## src/verilog/mesh_noc_pkg.sv

```systemverilog
`default_nettype none

package mesh_noc_pkg;

  // Router ports, P is the local endpoint
  localparam int NOC_DIR_W = 3;

  typedef enum logic [NOC_DIR_W-1:0] {
    P = 0,
    W,
    E,
    N,
    S
  } noc_dir_e;

  localparam int NOC_PORTS = 5;             // Local plus four links
  localparam int NOC_LINKS = 4;             // W, E, N, S

  // 4x4 mesh
  localparam int X_CORD_W = 2;
  localparam int Y_CORD_W = 2;

  localparam int NOC_ADDR_W = 6;            // Word address
  localparam int NOC_DATA_W = 32;
  localparam int NOC_OP_W   = 2;

  // Packet layout, opcode on top and data at the bottom
  localparam int PKT_DATA_LSB  = 0;
  localparam int PKT_ADDR_LSB  = PKT_DATA_LSB + NOC_DATA_W;
  localparam int PKT_SRC_Y_LSB = PKT_ADDR_LSB + NOC_ADDR_W;
  localparam int PKT_SRC_X_LSB = PKT_SRC_Y_LSB + Y_CORD_W;
  localparam int PKT_DST_Y_LSB = PKT_SRC_X_LSB + X_CORD_W;
  localparam int PKT_DST_X_LSB = PKT_DST_Y_LSB + Y_CORD_W;
  localparam int PKT_OP_LSB    = PKT_DST_X_LSB + X_CORD_W;
  localparam int NOC_PKT_W     = PKT_OP_LSB + NOC_OP_W;  // 48 bits

  localparam int NOC_FIFO_DEPTH = 4;        // Entries per input queue

endpackage

`default_nettype wire

```

## src/verilog/tile_mem_pkg.sv

```systemverilog
`default_nettype none

package tile_mem_pkg;

  // Opcodes carried in the packet opcode field
  typedef enum logic [mesh_noc_pkg::NOC_OP_W-1:0] {
    MEM_STORE,
    MEM_LOAD,
    MEM_LOAD_RSP,
    MEM_NOP
  } mem_op_e;

  localparam int MEM_WORDS  = 64;
  localparam int MEM_ADDR_W = $clog2(MEM_WORDS);  // Word index bits

endpackage

`default_nettype wire

```

## src/verilog/link_input_fifo.sv

```systemverilog
`default_nettype none
`timescale 1ns/1ps

module link_input_fifo #(
  parameter int depth_p = mesh_noc_pkg::NOC_FIFO_DEPTH
) (
  input  logic                               clk_i,
  input  logic                               arst_n_i,
  input  logic                               push_i,
  input  logic [mesh_noc_pkg::NOC_PKT_W-1:0] pkt_i,
  input  logic                               pop_i,
  output logic                               head_valid_o,
  output logic [mesh_noc_pkg::NOC_PKT_W-1:0] head_pkt_o,
  output logic                               overflow_o
);

  import mesh_noc_pkg::*;

  localparam int ptr_w_lp = $clog2(depth_p);
  localparam int cnt_w_lp = $clog2(depth_p + 1);

  logic [NOC_PKT_W-1:0] mem_q [depth_p];
  logic [ptr_w_lp-1:0]  wr_ptr_q;
  logic [ptr_w_lp-1:0]  rd_ptr_q;
  logic [cnt_w_lp-1:0]  count_q;
  logic                 full;
  logic                 do_push;
  logic                 do_pop;

  assign full         = (count_q == cnt_w_lp'(depth_p));
  assign head_valid_o = (count_q != '0);
  assign head_pkt_o   = mem_q[rd_ptr_q];
  assign do_push      = push_i && !full;       // Full queue drops the packet
  assign do_pop       = pop_i && head_valid_o;

  always_ff @(posedge clk_i) begin
    if (do_push) begin
      mem_q[wr_ptr_q] <= pkt_i;
    end
  end

  always_ff @(posedge clk_i or negedge arst_n_i) begin
    if (!arst_n_i) begin
      wr_ptr_q   <= '0;
      rd_ptr_q   <= '0;
      count_q    <= '0;
      overflow_o <= 1'b0;
    end else begin
      if (do_push) begin
        // Wrap for any depth, not only powers of two
        wr_ptr_q <= (wr_ptr_q == ptr_w_lp'(depth_p - 1)) ? '0 : wr_ptr_q + 1'b1;
      end
      if (do_pop) begin
        rd_ptr_q <= (rd_ptr_q == ptr_w_lp'(depth_p - 1)) ? '0 : rd_ptr_q + 1'b1;
      end
      if (do_push && !do_pop) begin
        count_q <= count_q + 1'b1;
      end else if (do_pop && !do_push) begin
        count_q <= count_q - 1'b1;
      end
      if (push_i && full) begin
        overflow_o <= 1'b1;                    // Sticky until reset
      end
    end
  end

endmodule

`default_nettype wire

```

## src/verilog/xy_route_switch.sv

```systemverilog
`default_nettype none
`timescale 1ns/1ps

module xy_route_switch (
  input  logic                               clk_i,
  input  logic                               arst_n_i,
  input  logic [mesh_noc_pkg::X_CORD_W-1:0]  my_x_i,
  input  logic [mesh_noc_pkg::Y_CORD_W-1:0]  my_y_i,
  input  logic                               head_valid_i [mesh_noc_pkg::NOC_PORTS],
  input  logic [mesh_noc_pkg::NOC_PKT_W-1:0] head_pkt_i   [mesh_noc_pkg::NOC_PORTS],
  output logic                               pop_o        [mesh_noc_pkg::NOC_PORTS],
  output logic                               out_valid_o  [mesh_noc_pkg::NOC_PORTS],
  output logic [mesh_noc_pkg::NOC_PKT_W-1:0] out_pkt_o    [mesh_noc_pkg::NOC_PORTS]
);

  import mesh_noc_pkg::*;

  logic [X_CORD_W-1:0] dst_x     [NOC_PORTS];
  logic [Y_CORD_W-1:0] dst_y     [NOC_PORTS];
  noc_dir_e            route_dir [NOC_PORTS];   // Wanted output per input
  logic                req       [NOC_PORTS][NOC_PORTS];  // [output][input]
  logic                gnt_valid [NOC_PORTS];
  noc_dir_e            gnt_idx   [NOC_PORTS];   // Granted input per output
  noc_dir_e            rr_q      [NOC_PORTS];   // Last granted input per output

  // X first, then Y
  always_comb begin
    for (int i = 0; i < NOC_PORTS; i++) begin
      dst_x[i] = head_pkt_i[i][PKT_DST_X_LSB +: X_CORD_W];
      dst_y[i] = head_pkt_i[i][PKT_DST_Y_LSB +: Y_CORD_W];
      if (dst_x[i] > my_x_i) begin
        route_dir[i] = E;
      end else if (dst_x[i] < my_x_i) begin
        route_dir[i] = W;
      end else if (dst_y[i] > my_y_i) begin
        route_dir[i] = S;
      end else if (dst_y[i] < my_y_i) begin
        route_dir[i] = N;
      end else begin
        route_dir[i] = P;
      end
    end
  end

  // An input asks for exactly one output, so one grant per input at most
  always_comb begin
    for (int o = 0; o < NOC_PORTS; o++) begin
      for (int i = 0; i < NOC_PORTS; i++) begin
        req[o][i] = head_valid_i[i] && (route_dir[i] == noc_dir_e'(o));
      end
    end
  end

  // Round robin, search starts just after the last winner
  always_comb begin
    int cand;
    cand = 0;
    for (int o = 0; o < NOC_PORTS; o++) begin
      gnt_valid[o] = 1'b0;
      gnt_idx[o]   = rr_q[o];
      for (int k = 1; k <= NOC_PORTS; k++) begin
        cand = int'(rr_q[o]) + k;
        if (cand >= NOC_PORTS) begin
          cand = cand - NOC_PORTS;
        end
        if (!gnt_valid[o] && req[o][cand]) begin
          gnt_valid[o] = 1'b1;
          gnt_idx[o]   = noc_dir_e'(cand);
        end
      end
    end
  end

  always_comb begin
    for (int i = 0; i < NOC_PORTS; i++) begin
      pop_o[i] = 1'b0;
    end
    for (int o = 0; o < NOC_PORTS; o++) begin
      if (gnt_valid[o]) begin
        pop_o[gnt_idx[o]] = 1'b1;              // Queue moves on at the same edge
      end
    end
  end

  always_ff @(posedge clk_i or negedge arst_n_i) begin
    if (!arst_n_i) begin
      for (int o = 0; o < NOC_PORTS; o++) begin
        out_valid_o[o] <= 1'b0;
        rr_q[o]        <= S;                   // P gets first pick after reset
      end
    end else begin
      for (int o = 0; o < NOC_PORTS; o++) begin
        out_valid_o[o] <= gnt_valid[o];
        if (gnt_valid[o]) begin
          rr_q[o] <= gnt_idx[o];
        end
      end
    end
  end

  always_ff @(posedge clk_i) begin
    for (int o = 0; o < NOC_PORTS; o++) begin
      if (gnt_valid[o]) begin
        out_pkt_o[o] <= head_pkt_i[gnt_idx[o]];
      end
    end
  end

endmodule

`default_nettype wire

```

## src/verilog/mesh_router.sv

```systemverilog
`default_nettype none
`timescale 1ns/1ps

module mesh_router (
  input  logic                               clk_i,
  input  logic                               arst_n_i,
  input  logic [mesh_noc_pkg::X_CORD_W-1:0]  my_x_i,
  input  logic [mesh_noc_pkg::Y_CORD_W-1:0]  my_y_i,
  input  logic                               in_valid_i  [mesh_noc_pkg::NOC_PORTS],
  input  logic [mesh_noc_pkg::NOC_PKT_W-1:0] in_pkt_i    [mesh_noc_pkg::NOC_PORTS],
  output logic                               out_valid_o [mesh_noc_pkg::NOC_PORTS],
  output logic [mesh_noc_pkg::NOC_PKT_W-1:0] out_pkt_o   [mesh_noc_pkg::NOC_PORTS],
  output logic                               overflow_o
);

  import mesh_noc_pkg::*;

  logic                 head_valid [NOC_PORTS];
  logic [NOC_PKT_W-1:0] head_pkt   [NOC_PORTS];
  logic                 pop        [NOC_PORTS];
  logic                 q_overflow [NOC_PORTS];

  // One queue per input port, indexed by noc_dir_e
  for (genvar p = 0; p < NOC_PORTS; p++) begin : g_in_q
    link_input_fifo #(
      .depth_p (NOC_FIFO_DEPTH)
    ) link_input_fifo_inst (
      .clk_i        (clk_i),
      .arst_n_i     (arst_n_i),
      .push_i       (in_valid_i[p]),
      .pkt_i        (in_pkt_i[p]),
      .pop_i        (pop[p]),
      .head_valid_o (head_valid[p]),
      .head_pkt_o   (head_pkt[p]),
      .overflow_o   (q_overflow[p])
    );
  end

  xy_route_switch xy_route_switch_inst (
    .clk_i        (clk_i),
    .arst_n_i     (arst_n_i),
    .my_x_i       (my_x_i),
    .my_y_i       (my_y_i),
    .head_valid_i (head_valid),
    .head_pkt_i   (head_pkt),
    .pop_o        (pop),
    .out_valid_o  (out_valid_o),
    .out_pkt_o    (out_pkt_o)
  );

  // Each flag is sticky, so the OR is too
  always_comb begin
    overflow_o = 1'b0;
    for (int p = 0; p < NOC_PORTS; p++) begin
      overflow_o = overflow_o | q_overflow[p];
    end
  end

endmodule

`default_nettype wire

```

## src/verilog/tile_mem_endpoint.sv

```systemverilog
`default_nettype none
`timescale 1ns/1ps

module tile_mem_endpoint (
  input  logic                               clk_i,
  input  logic                               arst_n_i,
  input  logic [mesh_noc_pkg::X_CORD_W-1:0]  my_x_i,
  input  logic [mesh_noc_pkg::Y_CORD_W-1:0]  my_y_i,
  input  logic                               req_valid_i,
  input  logic [mesh_noc_pkg::NOC_PKT_W-1:0] req_pkt_i,
  output logic                               rsp_valid_o,
  output logic [mesh_noc_pkg::NOC_PKT_W-1:0] rsp_pkt_o
);

  import mesh_noc_pkg::*;
  import tile_mem_pkg::*;

  mem_op_e               req_op;
  logic [X_CORD_W-1:0]   req_src_x;
  logic [Y_CORD_W-1:0]   req_src_y;
  logic [NOC_ADDR_W-1:0] req_addr;
  logic [NOC_DATA_W-1:0] req_data;
  logic [MEM_ADDR_W-1:0] mem_idx;
  logic [NOC_DATA_W-1:0] mem_q [MEM_WORDS];
  logic [NOC_PKT_W-1:0]  rsp_next;

  // Request fields
  assign req_op    = mem_op_e'(req_pkt_i[PKT_OP_LSB +: NOC_OP_W]);
  assign req_src_x = req_pkt_i[PKT_SRC_X_LSB +: X_CORD_W];
  assign req_src_y = req_pkt_i[PKT_SRC_Y_LSB +: Y_CORD_W];
  assign req_addr  = req_pkt_i[PKT_ADDR_LSB +: NOC_ADDR_W];
  assign req_data  = req_pkt_i[PKT_DATA_LSB +: NOC_DATA_W];
  assign mem_idx   = req_addr[MEM_ADDR_W-1:0];

  // Response goes back to whoever asked
  always_comb begin
    rsp_next = '0;
    rsp_next[PKT_OP_LSB    +: NOC_OP_W]   = MEM_LOAD_RSP;
    rsp_next[PKT_DST_X_LSB +: X_CORD_W]   = req_src_x;
    rsp_next[PKT_DST_Y_LSB +: Y_CORD_W]   = req_src_y;
    rsp_next[PKT_SRC_X_LSB +: X_CORD_W]   = my_x_i;
    rsp_next[PKT_SRC_Y_LSB +: Y_CORD_W]   = my_y_i;
    rsp_next[PKT_ADDR_LSB  +: NOC_ADDR_W] = req_addr;  // Echo address
    rsp_next[PKT_DATA_LSB  +: NOC_DATA_W] = mem_q[mem_idx];
  end

  always_ff @(posedge clk_i or negedge arst_n_i) begin
    if (!arst_n_i) begin
      for (int i = 0; i < MEM_WORDS; i++) begin
        mem_q[i] <= '0;                        // Unwritten words read as zero
      end
      rsp_valid_o <= 1'b0;
    end else begin
      rsp_valid_o <= 1'b0;
      if (req_valid_i) begin
        case (req_op)
          MEM_STORE: mem_q[mem_idx] <= req_data;
          MEM_LOAD:  rsp_valid_o    <= 1'b1;
          default:   ;                         // Responses and NOPs are dropped here
        endcase
      end
    end
  end

  always_ff @(posedge clk_i) begin
    if (req_valid_i && (req_op == MEM_LOAD)) begin
      rsp_pkt_o <= rsp_next;
    end
  end

endmodule

`default_nettype wire

```

## src/verilog/mesh_tile.sv

```systemverilog
`default_nettype none
`timescale 1ns/1ps

module mesh_tile (
  input  logic                               clk_i,
  input  logic                               arst_n_i,
  input  logic [mesh_noc_pkg::X_CORD_W-1:0]  my_x_i,
  input  logic [mesh_noc_pkg::Y_CORD_W-1:0]  my_y_i,
  // Indexed by noc_dir_e, W through S
  input  logic                               link_valid_i [1:mesh_noc_pkg::NOC_LINKS],
  input  logic [mesh_noc_pkg::NOC_PKT_W-1:0] link_pkt_i   [1:mesh_noc_pkg::NOC_LINKS],
  output logic                               link_valid_o [1:mesh_noc_pkg::NOC_LINKS],
  output logic [mesh_noc_pkg::NOC_PKT_W-1:0] link_pkt_o   [1:mesh_noc_pkg::NOC_LINKS],
  output logic                               overflow_o
);

  import mesh_noc_pkg::*;

  logic [1:0]           rst_sync_q;
  logic                 rst_sync_n;
  logic                 rtr_in_valid  [NOC_PORTS];
  logic [NOC_PKT_W-1:0] rtr_in_pkt    [NOC_PORTS];
  logic                 rtr_out_valid [NOC_PORTS];
  logic [NOC_PKT_W-1:0] rtr_out_pkt   [NOC_PORTS];
  logic                 ep_valid;
  logic [NOC_PKT_W-1:0] ep_pkt;

  // Assert at once, release after two clocks
  always_ff @(posedge clk_i or negedge arst_n_i) begin
    if (!arst_n_i) begin
      rst_sync_q <= '0;
    end else begin
      rst_sync_q <= {rst_sync_q[0], 1'b1};
    end
  end

  assign rst_sync_n = rst_sync_q[1];

  assign rtr_in_valid[P] = ep_valid;           // Endpoint feeds the local queue
  assign rtr_in_pkt[P]   = ep_pkt;

  for (genvar d = W; d <= S; d++) begin : g_link
    assign rtr_in_valid[d] = link_valid_i[d];
    assign rtr_in_pkt[d]   = link_pkt_i[d];
    assign link_valid_o[d] = rtr_out_valid[d];
    assign link_pkt_o[d]   = rtr_out_pkt[d];
  end

  mesh_router mesh_router_inst (
    .clk_i       (clk_i),
    .arst_n_i    (rst_sync_n),
    .my_x_i      (my_x_i),
    .my_y_i      (my_y_i),
    .in_valid_i  (rtr_in_valid),
    .in_pkt_i    (rtr_in_pkt),
    .out_valid_o (rtr_out_valid),
    .out_pkt_o   (rtr_out_pkt),
    .overflow_o  (overflow_o)
  );

  tile_mem_endpoint tile_mem_endpoint_inst (
    .clk_i       (clk_i),
    .arst_n_i    (rst_sync_n),
    .my_x_i      (my_x_i),
    .my_y_i      (my_y_i),
    .req_valid_i (rtr_out_valid[P]),
    .req_pkt_i   (rtr_out_pkt[P]),
    .rsp_valid_o (ep_valid),
    .rsp_pkt_o   (ep_pkt)
  );

endmodule

`default_nettype wire

```

## config.mk

```make
export PLATFORM = sky130hd
export DESIGN_NAME = mesh_tile
export DESIGN_NICKNAME = d
export VERILOG_FILES = /design/src/verilog/mesh_noc_pkg.sv /design/src/verilog/tile_mem_pkg.sv /design/src/verilog/link_input_fifo.sv /design/src/verilog/xy_route_switch.sv /design/src/verilog/mesh_router.sv /design/src/verilog/tile_mem_endpoint.sv /design/src/verilog/mesh_tile.sv
export SDC_FILE = /design/constraint.sdc
export NUM_CORES = 2
export LEC_CHECK = 0
export BUFFER_PORTS_ARGS = -buffer_cell sky130_fd_sc_hd__clkbuf_2
export CAP_MARGIN = 5
export CORE_MARGIN = 3
export CORE_UTILIZATION = 60
export DETAILED_ROUTE_END_ITERATION = 12
export PLACE_DENSITY = 0.81
export SLEW_MARGIN = 20
export SYNTH_ARGS = -nofsm -noshare
export SYNTH_HDL_FRONTEND = slang
export SYNTH_SLANG_ARGS = --single-unit
```

## constraint.sdc

```tcl
create_clock -name clk_i -period 135 [get_ports clk_i]
set_input_delay 13.5 -clock clk_i [delete_from_list [all_inputs] [get_ports clk_i]]
set_output_delay 13.5 -clock clk_i [all_outputs]
set_load 0.01 [all_outputs]
```

### Word level (Yosys, flattened, before mapping)

Memories as Yosys holds them, arrays and structs flattened.
Cells that the tools add are included.

* memories: 5
* memory bits (writable): 952
* output and inout bits: 197
* register bits: 2397
* input port bits: 202
* word-level logic and storage cells: 701

Memory list
* mesh_router_inst.g_in_q[1].link_input_fifo_inst.mem_q: depth 4, bits a word 48, read ports 1, clocked after memory_dff 0, write ports 1, line link_input_fifo.sv:22 `logic [NOC_PKT_W-1:0] mem_q [depth_p];`
* mesh_router_inst.g_in_q[2].link_input_fifo_inst.mem_q: depth 4, bits a word 48, read ports 1, clocked after memory_dff 0, write ports 1, line link_input_fifo.sv:22
* mesh_router_inst.g_in_q[3].link_input_fifo_inst.mem_q: depth 4, bits a word 48, read ports 1, clocked after memory_dff 0, write ports 1, line link_input_fifo.sv:22
* mesh_router_inst.g_in_q[4].link_input_fifo_inst.mem_q: depth 4, bits a word 48, read ports 1, clocked after memory_dff 0, write ports 1, line link_input_fifo.sv:22
* mesh_router_inst.g_in_q[0].link_input_fifo_inst.mem_q: depth 4, bits a word 46, read ports 1, clocked after memory_dff 0, write ports 1, line link_input_fifo.sv:22

* reductions and logical operators: 129
* add/sub/neg operators: 70
* bitwise logic cells: 39
* order comparisons: 82
* eq/ne operators: 36
* mux-type cells: 238

Operators with widths (number)
* bitwise mux 2048 bit: 1
* 2-to-1 mux 32 bit: 28
* >= comparator 32 x 4 -> 1 bit (second input constant): 25
* inverter 32 bit: 25
* binary-select mux 48 bit (select 3 bit): 5
* 2-to-1 mux 48 bit: 10
* binary-select mux 32 bit (select 6 bit): 1
* demux 32 bit (select 6 bit): 1
* 2-to-1 mux 3 bit: 50
* subtractor 4 x 3 -> 5 bit (second input constant): 25
* >= comparator 4 x 3 -> 1 bit (second input constant): 25
* 2-to-1 mux 1 bit: 92
* logical AND 1 bit: 77
* binary-select mux 1 bit (select 3 bit): 25
* adder 3 x 2 -> 4 bit (second input constant): 10
* adder 3 x 3 -> 4 bit (second input constant): 10
* logical NOT 1 bit: 35
* equality test 3 x 2 -> 1 bit (second input constant): 10
* equality test 3 bit (second input constant): 10
* 2-to-1 mux 2 bit: 15
* 2-to-1 mux 5 bit: 5
* adder 2 x 1 -> 2 bit (second input constant): 10
* adder 3 x 1 -> 4 bit (second input constant): 5
* equality test 2 bit (second input constant): 10
* other kinds (20): 84

### Logic depth before layout (Yosys ltp)

An unclocked memory read counts as a cell.

* word-level depth: 42
* depth in mapped cells: 25
* depth with buffers taken out: 22

### Cells and area by module

Synthesis repeated with hierarchy kept, for this count alone.

* cells, all modules: 11076
* area total of the unflattened synthesis: 155449.1 um^2

Modules (own cells, without submodules)
* tile_mem_endpoint: seq. area each 52655.5 um^2, area each 93619.8 um^2, instances 1, cells each 6947
* link_input_fifo: seq. area each 5965.7 um^2, area each 7452.1 um^2, instances 5, cells each 289
* xy_route_switch: seq. area each 7713.6 um^2, area each 24502.2 um^2, instances 1, cells each 2678
* mesh_tile: seq. area each 50.0 um^2, area each 53.8 um^2, instances 1, cells each 3
* mesh_router: seq. area each 0.0 um^2, area each 12.5 um^2, instances 1, cells each 3

### Worst setup path before layout

OpenSTA, ideal clock, no wires.

* path kind: input-to-reg
* from: in my_x_i[1] in the netlist's numbering
* to: reg mesh_router_inst.g_in_q[1].link_input_fifo_inst.count_q[2]
* buffers on the path: 0
* required time: 134.921 ns
* setup time: 0.079 ns
* setup slack: 116.747 ns
* arrival: 18.174 ns
* cell stages on the path: 19
* path through: inv_1 ha_1 nor2b_1 o211ai_1 o21ba_2 a22oi_1 and2_0 nor4b_2 nand2b_1 nand3_1 o22ai_1 or3_4 inv_1 ha_1 inv_1 fa_1 xor2_1 nor2_1 xor2_1

RTL lines
* from (decl): line mesh_tile.sv:7 `input logic [mesh_noc_pkg::X_CORD_W-1:0] my_x_i,`
* to (signal assigned): line link_input_fifo.sv:57 `count_q <= count_q + 1'b1;`
* to (signal assigned): line link_input_fifo.sv:59 `count_q <= count_q - 1'b1;`
* to (decl): line link_input_fifo.sv:25 `logic [cnt_w_lp-1:0] count_q;`

### Worst setup path in the final report

* from: in my_x_i[1] in the netlist's numbering
* to: reg mesh_router_inst.g_in_q[1].link_input_fifo_inst.count_q[2]

* word-level cells in the longest chain between the ends: 39
* elaborated cells between the ends (all ways): 280
* classes of those cells: order compare (20); eq/ne (20); mux (151); bitwise (9); reduce/logical (80)

Ends and longest elaborated chain
* < comparator 2 bit: line xy_route_switch.sv:33 `end else if (dst_x[i] < my_x_i) begin`
* 2-to-1 mux 3 bit: line xy_route_switch.sv:33
* 2-to-1 mux 3 bit: line xy_route_switch.sv:31 `if (dst_x[i] > my_x_i) begin`
* logical NOT 3 bit: line xy_route_switch.sv:49 `req[o][i] = head_valid_i[i] && (route_dir[i] == noc_dir_e'(o));`
* logical AND 1 bit: line xy_route_switch.sv:49
* binary-select mux 1 bit (select 3 bit): line xy_route_switch.sv:66 `if (!gnt_valid[o] && req[o][cand]) begin`
* 2-to-1 mux 1 bit (implied by the code) (2 in a row): line xy_route_switch.sv:66
* 2-to-1 mux 1 bit: line xy_route_switch.sv:66
* [... 22 more ...]
* bitwise OR 5 bit (no line)
* 2-to-1 mux 5 bit: line xy_route_switch.sv:79 `if (gnt_valid[o]) begin`
* bitwise OR 5 bit (no line)
* 2-to-1 mux 5 bit *: line xy_route_switch.sv:79
* logical AND 1 bit *: line link_input_fifo.sv:34 `assign do_pop = pop_i && head_valid_o;`
* logical NOT 1 bit: line link_input_fifo.sv:56 `if (do_push && !do_pop) begin`
* logical AND 1 bit: line link_input_fifo.sv:56
* 2-to-1 mux 3 bit or nonzero test 2 bit (tied branches)

Every way passes the cells marked *; elsewhere a longest branch is shown, timed or not. The select of a mux whose other input is x is not followed.
A chain may end at the register's enable or synchronous reset.

==> impl_results.md <==
- Status: complete, no violations
- Worst-skew pair later-pin latency: 1.00 ns
- DRC violations left: 0
- Height of the chip: 507 um
- Cells after Synth: 10600
- CTS Buf Count: 352
- Cts repair resizes: 0
- Synth Register Bits: 3345
- H-tree depth: 5
- Worst Tran Pin Value: 1.22 ns
- Final HPWL DP: 284000 um
- Core Box Area: 0.249 mm2
- Total grt overflow: 0
- Initial Util: 60.4%
- Type of the most critical hold path: flip-flop to asynchronous set/reset pin
- Post-synth EDFFs: 1234
- Final Max Tran Viols: 0
- Via density per instance: 7.20
- Min Clock Period, post-route: 18.83 ns
- Register area share after synthesis: 59.8%
- Syn_area_per_cell: 14.2 um2
- Area Overhead vs Synth: 9.97%
- Warnings, synthesis: 0
- CTS Buffer Depth: 4
- CTS Sinks: 3345
- Skew final: 0.113 ns
- Initial DRC Count: 15000
- RD Place Congestion: 0.938
- Post-CTS Repair Setup Buffers: 0
- Final WL: 467000 um
- Final #Nets: 10800
- Root Driver: clkbuf_16
- Critical setup path kind: primary input to flip-flop
- CP required: 135.92 ns
- First-pass GRT wire length: 684000 um
- Critical path fanouts, max: 62
- WP data arrival: 19.75 ns
- PortBufs: 398
- Iteration count of the initial detailed-routing pass: 9
- Syn nets: 10900
- Fin crit share: 13.9%
- Worst slew margin: 18.6%
- Pin count of the biggest net entering global routing: 197
- Layout cells sized above 1: 34.5%
- RSZ-0062 raised after global routing: false
- Via count: 101000
- Prevailing post-synth register cell: dfrtp_1
- Crit path capture type: flip-flop
- Count of cell types in the netlist: 106
- CTS Hold Buffers Added: 0
- Ports: 399
- Final setup fails: 0
- Max Cap Viol: 0
- Mapped Area: 0.150 mm2
- Routed Antenna Nets: 0
- FMAX: 53.1 MHz
- Vias in the first global route: 101000
- Commonest non-fill, non-tap cell in the layout: mux2_2
- Setup crit start kind: primary input
- Async SR Flop Fraction: 63.1%
- Final setup TNS: 0 ns
- Die X: 507 um
- Clock-pin slew on the worst setup and hold paths: 0.06 ns
- Final core utilization: 66.4%
- Initial antenna violation count: 57
- Die area: 0.257 mm2
- DR WL/cell: 33.2 um
- Row cnt: 183
- Commonest cells after routing, fill and taps aside: mux2_2, dfrtp_1, edfxtp_1
- Fin. Hold Viols: 0
- CTS tree: done
- Final worst hold slack: 0.268 ns
- Tot GR Track Use: 35.7%
-- cell usage after synthesis, drive strengths merged, types with 99 or more instances --
library cell,count,area share [%]
a21oi,338,1.1
a221oi,173,1.0
a22o,176,1.0
a22oi,833,4.2
a31oi,138,0.58
buf,535,1.9
clkbuf,596,1.5
dfrtp,2106,35
edfxtp,1234,25
ha,106,0.88
mux2,2121,16
mux2i,305,2.0
mux4,239,3.6
nand2,307,0.77
nand3,99,0.33
nand4,127,0.53
nor2,243,0.61
o22ai,153,0.65
-- worst max-delay path: stages --
cell      delay (ns)
clkbuf_2        0.11
inv_1           0.10
ha_1            0.33
nor2b_1         0.16
o211ai_1        0.47
o21ba_2         0.24
a22oi_1         0.29
and2_0          0.35
nor4b_2         0.50
nand3_1         0.21
o31ai_4         0.10
buf_4           0.56
buf_4           0.88
o22ai_1         0.22
or3_4           0.46
inv_1           0.08
ha_1            0.18
inv_1           0.07
fa_1            0.39
xor2_1          0.17
nor2_1          0.12
xor2_1          0.16
-- area by class of cell --
type	instances	area (um2)
Timing Repair Buffer	633	3920
Clock buffer	487	9960
Tap cell	3330	4170
Clock inverter	125	1430
Sequential cell	3345	89900
Antenna cell	28	70.1
Inverter	78	298
Fill cell	16600	83600
Multi-Input combinational cell	6061	55600
-- routing by layer --
| layer | up-vias | part of all wire, % | global-route usage [%] |
|---|---|---|---|
| met5 | - | 0.058 | 0 |
| met4 | 46 | 5.1 | 15.5 |
| met3 | 1525 | 13 | 10.5 |
| met2 | 7157 | 45 | 53.9 |
| met1 | 52300 | 37 | 48.4 |
| li1 | 40400 | - | - |
-- per-stage QoR --
step / instance area [um2] / instances / setup WS (ns)
finish: 165000 / 14100 / 116.17
global route: 165000 / 14100 / 115.90
CTS: 165000 / 14100 / 116.32
detailed placement: 154000 / 13400 / 115.30
global placement: 154000 / 13400 / 115.37
floorplan: 150000 / 10600 / 71.81
-- final timing paths --
path                                         start                                             end  slack, ns  cells after the start
setup / recovery                         my_x_i[1]                                       flip-flop     116.17                     22
hold / removal             rst_sync_q[1]$_DFF_PN0_                      asynchronous set/reset pin       0.27                      0
setup reg to reg                         flip-flop                                       flip-flop     126.69                     22
hold reg to reg            rst_sync_q[1]$_DFF_PN0_                      asynchronous set/reset pin       0.27                      0
max in group asynchronous                 arst_n_i                         rst_sync_q[1]$_DFF_PN0_     122.61                      1
min in group clk_i                       flip-flop  tile_mem_endpoint_inst.rsp_pkt_o[44]$_DFFE_PP_       0.34                      0
-- state kept, by name (all words and copies together) (netlist names) --
register	cells
mesh_router_inst.xy_route_switch_inst.out_valid_o	5
mesh_router_inst.g_in_q.link_input_fifo_inst.overflow_o	5
tile_mem_endpoint_inst.mem_q	2048
mesh_router_inst.xy_route_switch_inst.out_pkt_o	236
rst_sync_q	2
tile_mem_endpoint_inst.rsp_pkt_o	46
mesh_router_inst.xy_route_switch_inst.rr_q	15
mesh_router_inst.g_in_q.link_input_fifo_inst.wr_ptr_q	10
tile_mem_endpoint_inst.rsp_valid_o	1
mesh_router_inst.g_in_q.link_input_fifo_inst.rd_ptr_q	10
mesh_router_inst.g_in_q.link_input_fifo_inst.mem_q	952
mesh_router_inst.g_in_q.link_input_fifo_inst.count_q	15
-- cells by family after synthesis --
group	count (synthesis)	share of synthesized area [%]
multiplexers	2665	21.5
other	1	0.00249
AND/OR/NAND/NOR	1064	3.51
adder cells (fa/ha/maj)	111	0.949
AO/OA/AOI/OAI	2185	10.5
XOR/XNOR	35	0.204
buffers and inverters	1209	3.57
flip-flops	3345	59.8
Power is not shown: default switching activity piles up to over one toggle a cycle in this logic, so the estimate is an artifact.
